==> src/emesh_pkg.sv <==
// mesh packet layout and address decode fields; dstaddr bits 31:20 hold the chip ID

package emesh_pkg;

   // mesh address and data words
   typedef logic [31:0] addr_t;
   typedef logic [31:0] data_t;

   // register entry, source address in the upper half and data in the lower half
   typedef logic [63:0] regval_t;

   // top 12 address bits
   typedef logic [11:0] chip_id_t;

   // low 15 address bits, register offset inside the chip
   typedef logic [14:0] reg_addr_t;

   // group nibble at dstaddr[19:16]
   typedef logic [3:0] group_t;

   // subgroup field at dstaddr[10:8]
   typedef logic [2:0] sub_t;

   // one mesh transaction
   // 1 + 2 + 4 + 32 + 32 + 32 = 103 bits
   typedef struct packed {
      logic       write;
      logic [1:0] datamode;
      logic [3:0] ctrlmode;
      addr_t      dstaddr;
      data_t      data;
      addr_t      srcaddr;
   } emesh_pkt_t;

   // field positions inside dstaddr
   localparam int ID_LSB     = 20;
   localparam int GROUP_LSB  = 16;
   localparam int SUB_LSB    = 8;
   // RX/TX half select bit for the mmu group
   localparam int MMU_RX_BIT = 15;
   // RX/TX half select bit for the dma subgroup
   localparam int DMA_RX_BIT = 5;

   // config and dma registers live in group F
   localparam group_t GROUP_CFG = 4'hF;
   // mmu tables live in group E
   localparam group_t GROUP_MMU = 4'hE;

   // dma subgroup code in bits 10:8
   localparam sub_t SUB_DMA = 3'h5;

   // config subgroup, low bit of the code picks the link half
   localparam logic [1:0] CFG_SUB_BASE = 2'b01;

endpackage

==> src/cfg_decoder.sv <==
// decodes one packet per cycle; reads answer two edges after accept, stalled whole while full
`timescale 1ns/1ps

module cfg_decoder #(
   parameter emesh_pkg::chip_id_t ID = 12'h810,
   parameter bit                  RX = 1'b0
) (
   input  logic                  clk,
   input  logic                  rst,
   input  logic                  access_in,
   input  emesh_pkg::emesh_pkt_t packet_in,
   input  emesh_pkg::regval_t    cfg_rdata,
   input  emesh_pkg::regval_t    dma_rdata,
   input  emesh_pkg::regval_t    mmu_rdata,
   input  logic                  full,
   output logic                  wait_out,
   output logic                  cfg_en,
   output logic                  dma_en,
   output logic                  mmu_en,
   output logic                  reg_we,
   output emesh_pkg::reg_addr_t  reg_addr,
   output emesh_pkg::regval_t    reg_wdata,
   output logic                  push,
   output emesh_pkg::emesh_pkt_t push_pkt
);

   logic                  stall;
   logic                  accept;
   logic                  match;
   logic                  grp_cfg;
   logic                  grp_mmu;
   logic                  cfg_sel;
   logic                  dma_sel;
   logic                  mmu_sel;
   logic                  bank_hit;
   logic                  fwd_sel;
   emesh_pkg::chip_id_t   dst_id;
   emesh_pkg::group_t     group;
   emesh_pkg::sub_t       sub;
   emesh_pkg::regval_t    rdata_mux;
   logic                  s1_rd;
   logic                  s1_fwd;
   emesh_pkg::emesh_pkt_t s1_pkt;
   emesh_pkg::emesh_pkt_t resp_pkt;

   // back-pressure from the FIFO freezes everything
   assign stall    = full;
   assign wait_out = stall;
   assign accept   = access_in && !stall;

   // address fields
   assign dst_id = packet_in.dstaddr[emesh_pkg::ID_LSB +: 12];
   assign group  = packet_in.dstaddr[emesh_pkg::GROUP_LSB +: 4];
   assign sub    = packet_in.dstaddr[emesh_pkg::SUB_LSB +: 3];

   // our chip, and one of the register groups
   assign match   = accept && (dst_id == ID);
   assign grp_cfg = (group == emesh_pkg::GROUP_CFG);
   assign grp_mmu = (group == emesh_pkg::GROUP_MMU);

   // bank selects, each gated by the link half
   assign cfg_sel = grp_cfg && (sub == {emesh_pkg::CFG_SUB_BASE, RX});
   assign dma_sel = grp_cfg && (sub == emesh_pkg::SUB_DMA)
                    && (packet_in.dstaddr[emesh_pkg::DMA_RX_BIT] == RX);
   assign mmu_sel = grp_mmu && (packet_in.dstaddr[emesh_pkg::MMU_RX_BIT] == RX);

   assign bank_hit = cfg_sel || dma_sel || mmu_sel;
   // register space of this ID but not ours, goes to the other half
   assign fwd_sel  = (grp_cfg || grp_mmu) && !bank_hit;

   // bank strobes, writes land at the accept edge
   assign cfg_en    = match && cfg_sel;
   assign dma_en    = match && dma_sel;
   assign mmu_en    = match && mmu_sel;
   assign reg_we    = accept && packet_in.write;
   assign reg_addr  = packet_in.dstaddr[14:0];
   assign reg_wdata = {packet_in.srcaddr, packet_in.data};

   // idle banks return zero
   assign rdata_mux = cfg_rdata | dma_rdata | mmu_rdata;

   // response goes back to the requester
   always_comb
   begin
      resp_pkt          = s1_pkt;
      resp_pkt.write    = 1'b1;
      resp_pkt.dstaddr  = s1_pkt.srcaddr;
      resp_pkt.srcaddr  = rdata_mux[63:32];
      resp_pkt.data     = rdata_mux[31:0];
   end

   // stage valids and push
   always_ff @(posedge clk)
   begin
      if (rst)
      begin
         s1_rd  <= 1'b0;
         s1_fwd <= 1'b0;
         push   <= 1'b0;
      end
      else if (!stall)
      begin
         // stage 1, request registered alongside the bank read
         s1_rd  <= match && bank_hit && !packet_in.write;
         s1_fwd <= match && fwd_sel;
         // stage 2, packet offered to the FIFO
         push   <= s1_rd || s1_fwd;
      end
   end

   // stage payloads
   always_ff @(posedge clk)
   begin
      if (!stall)
      begin
         s1_pkt   <= packet_in;
         // forwarded packets pass through unchanged
         push_pkt <= s1_fwd ? s1_pkt : resp_pkt;
      end
   end

endmodule

==> src/mesh_cfg_top.sv <==
// config endpoint for one link half; RX picks the half, FIFO_DEPTH sets output buffering
`timescale 1ns/1ps

module mesh_cfg_top #(
   parameter emesh_pkg::chip_id_t ID         = 12'h810,
   parameter bit                  RX         = 1'b0,
   parameter int                  FIFO_DEPTH = 4
) (
   input  logic                  clk,
   input  logic                  rst,
   input  logic                  access_in,
   input  emesh_pkg::emesh_pkt_t packet_in,
   input  logic                  wait_in,
   output logic                  wait_out,
   output logic                  access_out,
   output emesh_pkg::emesh_pkt_t packet_out
);

   // bank sizes
   localparam int CFG_DEPTH = 8;
   localparam int DMA_DEPTH = 4;
   localparam int MMU_DEPTH = 16;

   logic                  cfg_en;
   logic                  dma_en;
   logic                  mmu_en;
   logic                  reg_we;
   emesh_pkg::reg_addr_t  reg_addr;
   emesh_pkg::regval_t    reg_wdata;
   emesh_pkg::regval_t    cfg_rdata;
   emesh_pkg::regval_t    dma_rdata;
   emesh_pkg::regval_t    mmu_rdata;
   logic                  push;
   emesh_pkg::emesh_pkt_t push_pkt;
   logic                  full;

   // producer
   cfg_decoder #(
      .ID (ID),
      .RX (RX)
   ) cfg_decoder_inst (
      .clk       (clk),
      .rst       (rst),
      .access_in (access_in),
      .packet_in (packet_in),
      .cfg_rdata (cfg_rdata),
      .dma_rdata (dma_rdata),
      .mmu_rdata (mmu_rdata),
      .full      (full),
      .wait_out  (wait_out),
      .cfg_en    (cfg_en),
      .dma_en    (dma_en),
      .mmu_en    (mmu_en),
      .reg_we    (reg_we),
      .reg_addr  (reg_addr),
      .reg_wdata (reg_wdata),
      .push      (push),
      .push_pkt  (push_pkt)
   );

   // banks hold their read data on the decoder stall
   reg_bank #(.DEPTH (CFG_DEPTH)) cfg_bank_inst (
      .clk (clk), .rst (rst), .en (cfg_en), .we (reg_we),
      .addr (reg_addr), .wdata (reg_wdata), .hold (wait_out), .rdata (cfg_rdata)
   );

   reg_bank #(.DEPTH (DMA_DEPTH)) dma_bank_inst (
      .clk (clk), .rst (rst), .en (dma_en), .we (reg_we),
      .addr (reg_addr), .wdata (reg_wdata), .hold (wait_out), .rdata (dma_rdata)
   );

   reg_bank #(.DEPTH (MMU_DEPTH)) mmu_bank_inst (
      .clk (clk), .rst (rst), .en (mmu_en), .we (reg_we),
      .addr (reg_addr), .wdata (reg_wdata), .hold (wait_out), .rdata (mmu_rdata)
   );

   // output buffer toward the mesh
   packet_fifo #(
      .FIFO_DEPTH (FIFO_DEPTH)
   ) packet_fifo_inst (
      .clk        (clk),
      .rst        (rst),
      .push       (push),
      .push_pkt   (push_pkt),
      .wait_in    (wait_in),
      .full       (full),
      .access_out (access_out),
      .packet_out (packet_out)
   );

endmodule

==> src/packet_fifo.sv <==
// synchronous packet FIFO; a push while full is ignored, so the producer must hold on full
`timescale 1ns/1ps

module packet_fifo #(
   parameter int FIFO_DEPTH = 4
) (
   input  logic                  clk,
   input  logic                  rst,
   input  logic                  push,
   input  emesh_pkg::emesh_pkt_t push_pkt,
   input  logic                  wait_in,
   output logic                  full,
   output logic                  access_out,
   output emesh_pkg::emesh_pkt_t packet_out
);

   localparam int PTR_W = (FIFO_DEPTH > 1) ? $clog2(FIFO_DEPTH) : 1;
   localparam int CNT_W = $clog2(FIFO_DEPTH + 1);

   emesh_pkg::emesh_pkt_t mem [FIFO_DEPTH];
   logic [PTR_W-1:0]      wr_ptr;
   logic [PTR_W-1:0]      rd_ptr;
   logic [CNT_W-1:0]      count;
   logic                  wr_en;
   logic                  rd_en;

   // flags straight from the count register
   assign full       = (count == CNT_W'(FIFO_DEPTH));
   assign access_out = (count != '0);

   assign wr_en = push && !full;
   // pop on the downstream handshake
   assign rd_en = access_out && !wait_in;

   // head entry, stable until popped
   assign packet_out = mem[rd_ptr];

   // payload storage
   always_ff @(posedge clk)
   begin
      if (wr_en)
      begin
         mem[wr_ptr] <= push_pkt;
      end
   end

   // pointers wrap at FIFO_DEPTH, which need not be a power of two
   always_ff @(posedge clk)
   begin
      if (rst)
      begin
         wr_ptr <= '0;
         rd_ptr <= '0;
         count  <= '0;
      end
      else
      begin
         if (wr_en)
         begin
            wr_ptr <= (wr_ptr == PTR_W'(FIFO_DEPTH - 1)) ? '0 : wr_ptr + 1'b1;
         end
         if (rd_en)
         begin
            rd_ptr <= (rd_ptr == PTR_W'(FIFO_DEPTH - 1)) ? '0 : rd_ptr + 1'b1;
         end
         // simultaneous push and pop leaves count as is
         case ({wr_en, rd_en})
            2'b10:   count <= count + 1'b1;
            2'b01:   count <= count - 1'b1;
            default: count <= count;
         endcase
      end
   end

endmodule

==> src/reg_bank.sv <==
// plain 64-bit storage; DEPTH must be a power of two, index sits at bit 2 for 8 entries else bit 3
`timescale 1ns/1ps

module reg_bank #(
   parameter int DEPTH = 8
) (
   input  logic                clk,
   input  logic                rst,
   input  logic                en,
   input  logic                we,
   input  emesh_pkg::reg_addr_t addr,
   input  emesh_pkg::regval_t  wdata,
   input  logic                hold,
   output emesh_pkg::regval_t  rdata
);

   // entry index width and word alignment of the index
   localparam int IDX_W = (DEPTH > 1) ? $clog2(DEPTH) : 1;
   localparam int SHIFT = (DEPTH == 8) ? 2 : 3;

   emesh_pkg::regval_t mem [DEPTH];
   logic [IDX_W-1:0]   idx;

   // index bits just above the word alignment
   assign idx = addr[SHIFT +: IDX_W];

   // register storage, cleared on reset
   always_ff @(posedge clk)
   begin
      if (rst)
      begin
         for (int i = 0; i < DEPTH; i++)
         begin
            mem[i] <= '0;
         end
      end
      else if (en && we)
      begin
         mem[idx] <= wdata;
      end
   end

   // read port, zero when idle so the decoder can OR banks together
   always_ff @(posedge clk)
   begin
      if (rst)
      begin
         rdata <= '0;
      end
      // frozen while the decoder pipeline is stalled
      else if (!hold)
      begin
         rdata <= (en && !we) ? mem[idx] : '0;
      end
   end

endmodule

==> config.mk <==
export PLATFORM = sky130hd
export DESIGN_NAME = mesh_cfg_top
export DESIGN_NICKNAME = d
export VERILOG_FILES = /design/src/emesh_pkg.sv /design/src/cfg_decoder.sv /design/src/mesh_cfg_top.sv /design/src/packet_fifo.sv /design/src/reg_bank.sv
export SDC_FILE = /design/constraint.sdc
export NUM_CORES = 2
export LEC_CHECK = 0
export BUFFER_PORTS_ARGS = -buffer_cell sky130_fd_sc_hd__buf_2
export CORE_ASPECT_RATIO = 1.1
export CORE_UTILIZATION = 35
export CTS_CLUSTER_DIAMETER = 120
export CTS_CLUSTER_SIZE = 25
export DETAILED_ROUTE_END_ITERATION = 10
export PLACE_DENSITY_LB_ADDON = 0.08
export SLEW_MARGIN = 20
export SYNTH_ARGS = -nofsm -noshare
export SYNTH_HDL_FRONTEND = slang
export SYNTH_SLANG_ARGS = --single-unit
==> constraint.sdc <==
create_clock -name clk -period 21.8 [get_ports clk]
set_input_delay 2.18 -clock clk [delete_from_list [all_inputs] [get_ports clk]]
set_output_delay 2.18 -clock clk [all_outputs]
set_load 0.01 [all_outputs]
==> reports/metrics.cfg <==
[setup_path]
cp_slowest_cell = buf_4
critPathRequiredTime_ns = 19.62
crit_top_cell = buf_4
crit_path_max_fanout = 31
r2r_setup_slack_ns = 16.90
critPathKind = register to output pin
crit_arrival_ns = 4.29
critical-path-top-delay-family = buffers and inverters
crit_chain = buf_4 -> buf_4 -> buf_4 -> mux4_2 -> buf_2
rr_startpoint = packet_fifo_inst.count[2]
slowest_delay_ns = 0.67
r2r_end = mmu_bank_inst.mem[1][9]
crit_buf_inv = 4
endpoint_kind = output pin
reg2reg_depth = 6
startpoint_type = register

[synthesis]
syn_inst = 7477
yosysMostFrequentCell = edfxtp_1
seq_area_frac_synth_pct = 68.9
yosysTopAreaCell = edfxtp_1
postSynth.asyncResetShare_pct = 0
yosys.area.top_type_share_pct = 65.3
synthFlopType = edfxtp_1
synth_cell_types = 50
synth_commonest_cells = 2410 x edfxtp_1, 974 x nor2_1, 584 x nand2_1
synth_edf_count = 2410
syn_avg_cell_area_um2 = 14.8
synthTopCellsByArea = edfxtp_1 65%, mux4_2 8.6%, dfxtp_1 3.7%, nor2_1 3.3%, nor3_2 3.1%
ys_warn_count = 0
syn-cell-area_um2 = 111000
synth_nets = 7591
synth-seq-cells = 2614

[sta]
fmax_ghz = 0.154
period_share_pct = 29.7
finalSetupViolations = 0
final_max_slew_viol_count = 0
fin_skew_ns = 0.0637
finalSetupTns_ns = 0
period_minus_slack_ns = 6.47
worstMarginPinSlew_ns = 1.23
slew-limit-headroom_pct = 17.1
rsz0062_at_grt = no
finalWorstSetupSlack_ns = 15.33
hold_viol_final = 0

[placement]
dpl_cell_area_um2 = 116000
gp_congestion = 0.792
place_ws_ns = 14.63
dp_hpwl_um = 229000
portBuffers = 211

[global_route]
first_global_vias = 65100
grt_usage_pct = 23.3
grt_pass1_wl_um = 527000
grt_max_degree = 143
grt.overflow.total = 0
antenna_found_initial = 33

[clock_tree]
cts_tree = done
htree_levels = 3
clock_sinks = 2614
cts_hold_buf = 0
clk_latency_ns = 0.86
clkTransAtPathRegs_ns = 0.10
cts_inserted_buffers = 116
cts_root_buf = clkbuf_16
cts_resized = 0
post_cts_buffers = 0
clockBufferDepth = 3

[detailed_routing]
drtIter0Drc = 6459
viasPerCell = 5.59
post_drt_wl_per_cell_um = 32.7
drt_pass1_iterations = 6
vias = 64400
drt_wl_total_um = 377000
detail-route-antenna-nets = 0
drc = 0

[floorplanning]
dieArea_um2 = 319000
coreArea_um2 = 315000
die_h_um = 592
start_util_pct = 35.2
die_x_um = 539
num_rows = 216
pin_count = 212

[cells_and_area]
fin_area_um2 = 119000
drive_gt1_share_pct = 19.4
final_nets = 7398
n_fill_cell = 29400
fin_util_pct = 37.9
multi_input_area_um2 = 31800
synthToLayoutAreaGrowth_pct = 7.66
seqCellArea_um2 = 76500

[worst_hold_path]
min-delay-start = cfg_decoder_inst.resp_pkt[100]
worstHoldEndpoint = cfg_decoder_inst.push_pkt[100]
whs_path_depth = 0
holdCritPathClass = register to register

[power]
pwr_density_cell_nw_per_um2 = 74.7
leakage_nw = 39.4
peakVddDrop_mv = 0.0607

[run]
cap_viol_max_count = 0

[run_status]
status = completed

==> cell usage in the layout, fill, tap and decap left out, drive strengths merged, types with 2 or more instances in the layout <==
cell type and count:
inv 11, or3 4, diode 4, clkbuf 212, dfxtp 204, edfxtp 2410, or2 2, o21bai 12
xor2 2, mux4 423, o22ai 64, or3b 2, nand4bb 2, or4b 2, clkinv 2, nand2 584
o31ai 64, mux2 96, nand3 68, nand4 75, and4 2, a21o 15, nor4b 2, nand2b 71
or4 2, mux2i 259, and3 325, a21oi 135, and2 66, o21ai 128, a211oi 63, buf 373
nor2b 67, ha 6, nor2 974, nor4 5, nor3 645
==> worst reg2reg max path, cell delays in order (launching register included) <==
cell and delay (ns):
dfxtp_1 0.33, or3b_4 0.49, and4b_1 0.76, and4_4 0.76, buf_4 0.84, a21o_4 0.59, buf_4 0.71
==> stage by stage <==
stage	total power [mW]	hold WS, ns	cells
after floorplan	6.05	0.400	7477
after global placement	6.33	0.410	11300
after detailed placement	6.33	0.407	11300
after CTS	9.00	0.424	11500
after global routing	9.18	0.423	11500
final	8.93	0.421	11500
==> cells by family after synthesis <==
group / share of synthesized area (%)
mux: 11.9
simple gates: 13.7
compound gates: 2.61
xor+xnor: 0.0158
flops: 68.9
buf+inv: 2.78
fa+ha+maj: 0.0857
==> state kept, by name (all words and copies together), names as in the netlist, 3 cells and up, named ones only <==
signal	flops
dma_bank_inst.mem	256
cfg_bank_inst.rdata	64
cfg_bank_inst.mem	512
mmu_bank_inst.mem	1024
packet_fifo_inst.mem	412
cfg_decoder_inst.s1_pkt	65
cfg_decoder_inst.push_pkt	103
packet_fifo_inst.count	3
dma_bank_inst.rdata	64
cfg_decoder_inst.resp_pkt	38
mmu_bank_inst.rdata	64
==> area by class of cell <==
cell class	instances	area share (%)
flip-flops and latches	2614	64.0
multi-input cells	4171	26.6
well taps	4142	4.34
clock buffers	211	2.83
repair buffers	374	2.04
clock inverters	7	0.0912
inverters	7	0.0283
diodes	4	0.00838
==> report_power, final <==
group | internal (mW) | total (mW) | switching, mW
registers | 5.57 | 5.61 | 0.0441
clock network | 1.07 | 2.72 | 1.65
logic | 0.161 | 0.594 | 0.434
==> routing by layer <==
layer / wire (um) / GRT usage (%) / up-vias
li1: - / - / 27600
met1: 165000 / 32.0 / 34700
met2: 188000 / 40.5 / 1906
met3: 17300 / 1.83 / 250
met4: 6930 / 4.47 / 2
met5: 13 / 0 / -
==> worst max path at each step <==
stage	to	slack (ns)	cells past startpoint	start
after CTS	packet_out[51]	15.04	5	register
final	packet_out[51]	15.33	5	register
after detailed placement	mmu_bank_inst.rdata[7]	14.63	9	packet_in[68]
after global placement	mmu_bank_inst.rdata[10]	14.62	9	packet_in[68]
after global routing	packet_out[51]	14.91	5	register
after floorplan	dma_bank_inst.rdata[30]	14.44	6	packet_fifo_inst.count[0]
No activity file was read; power rests on OpenSTA's default activity.
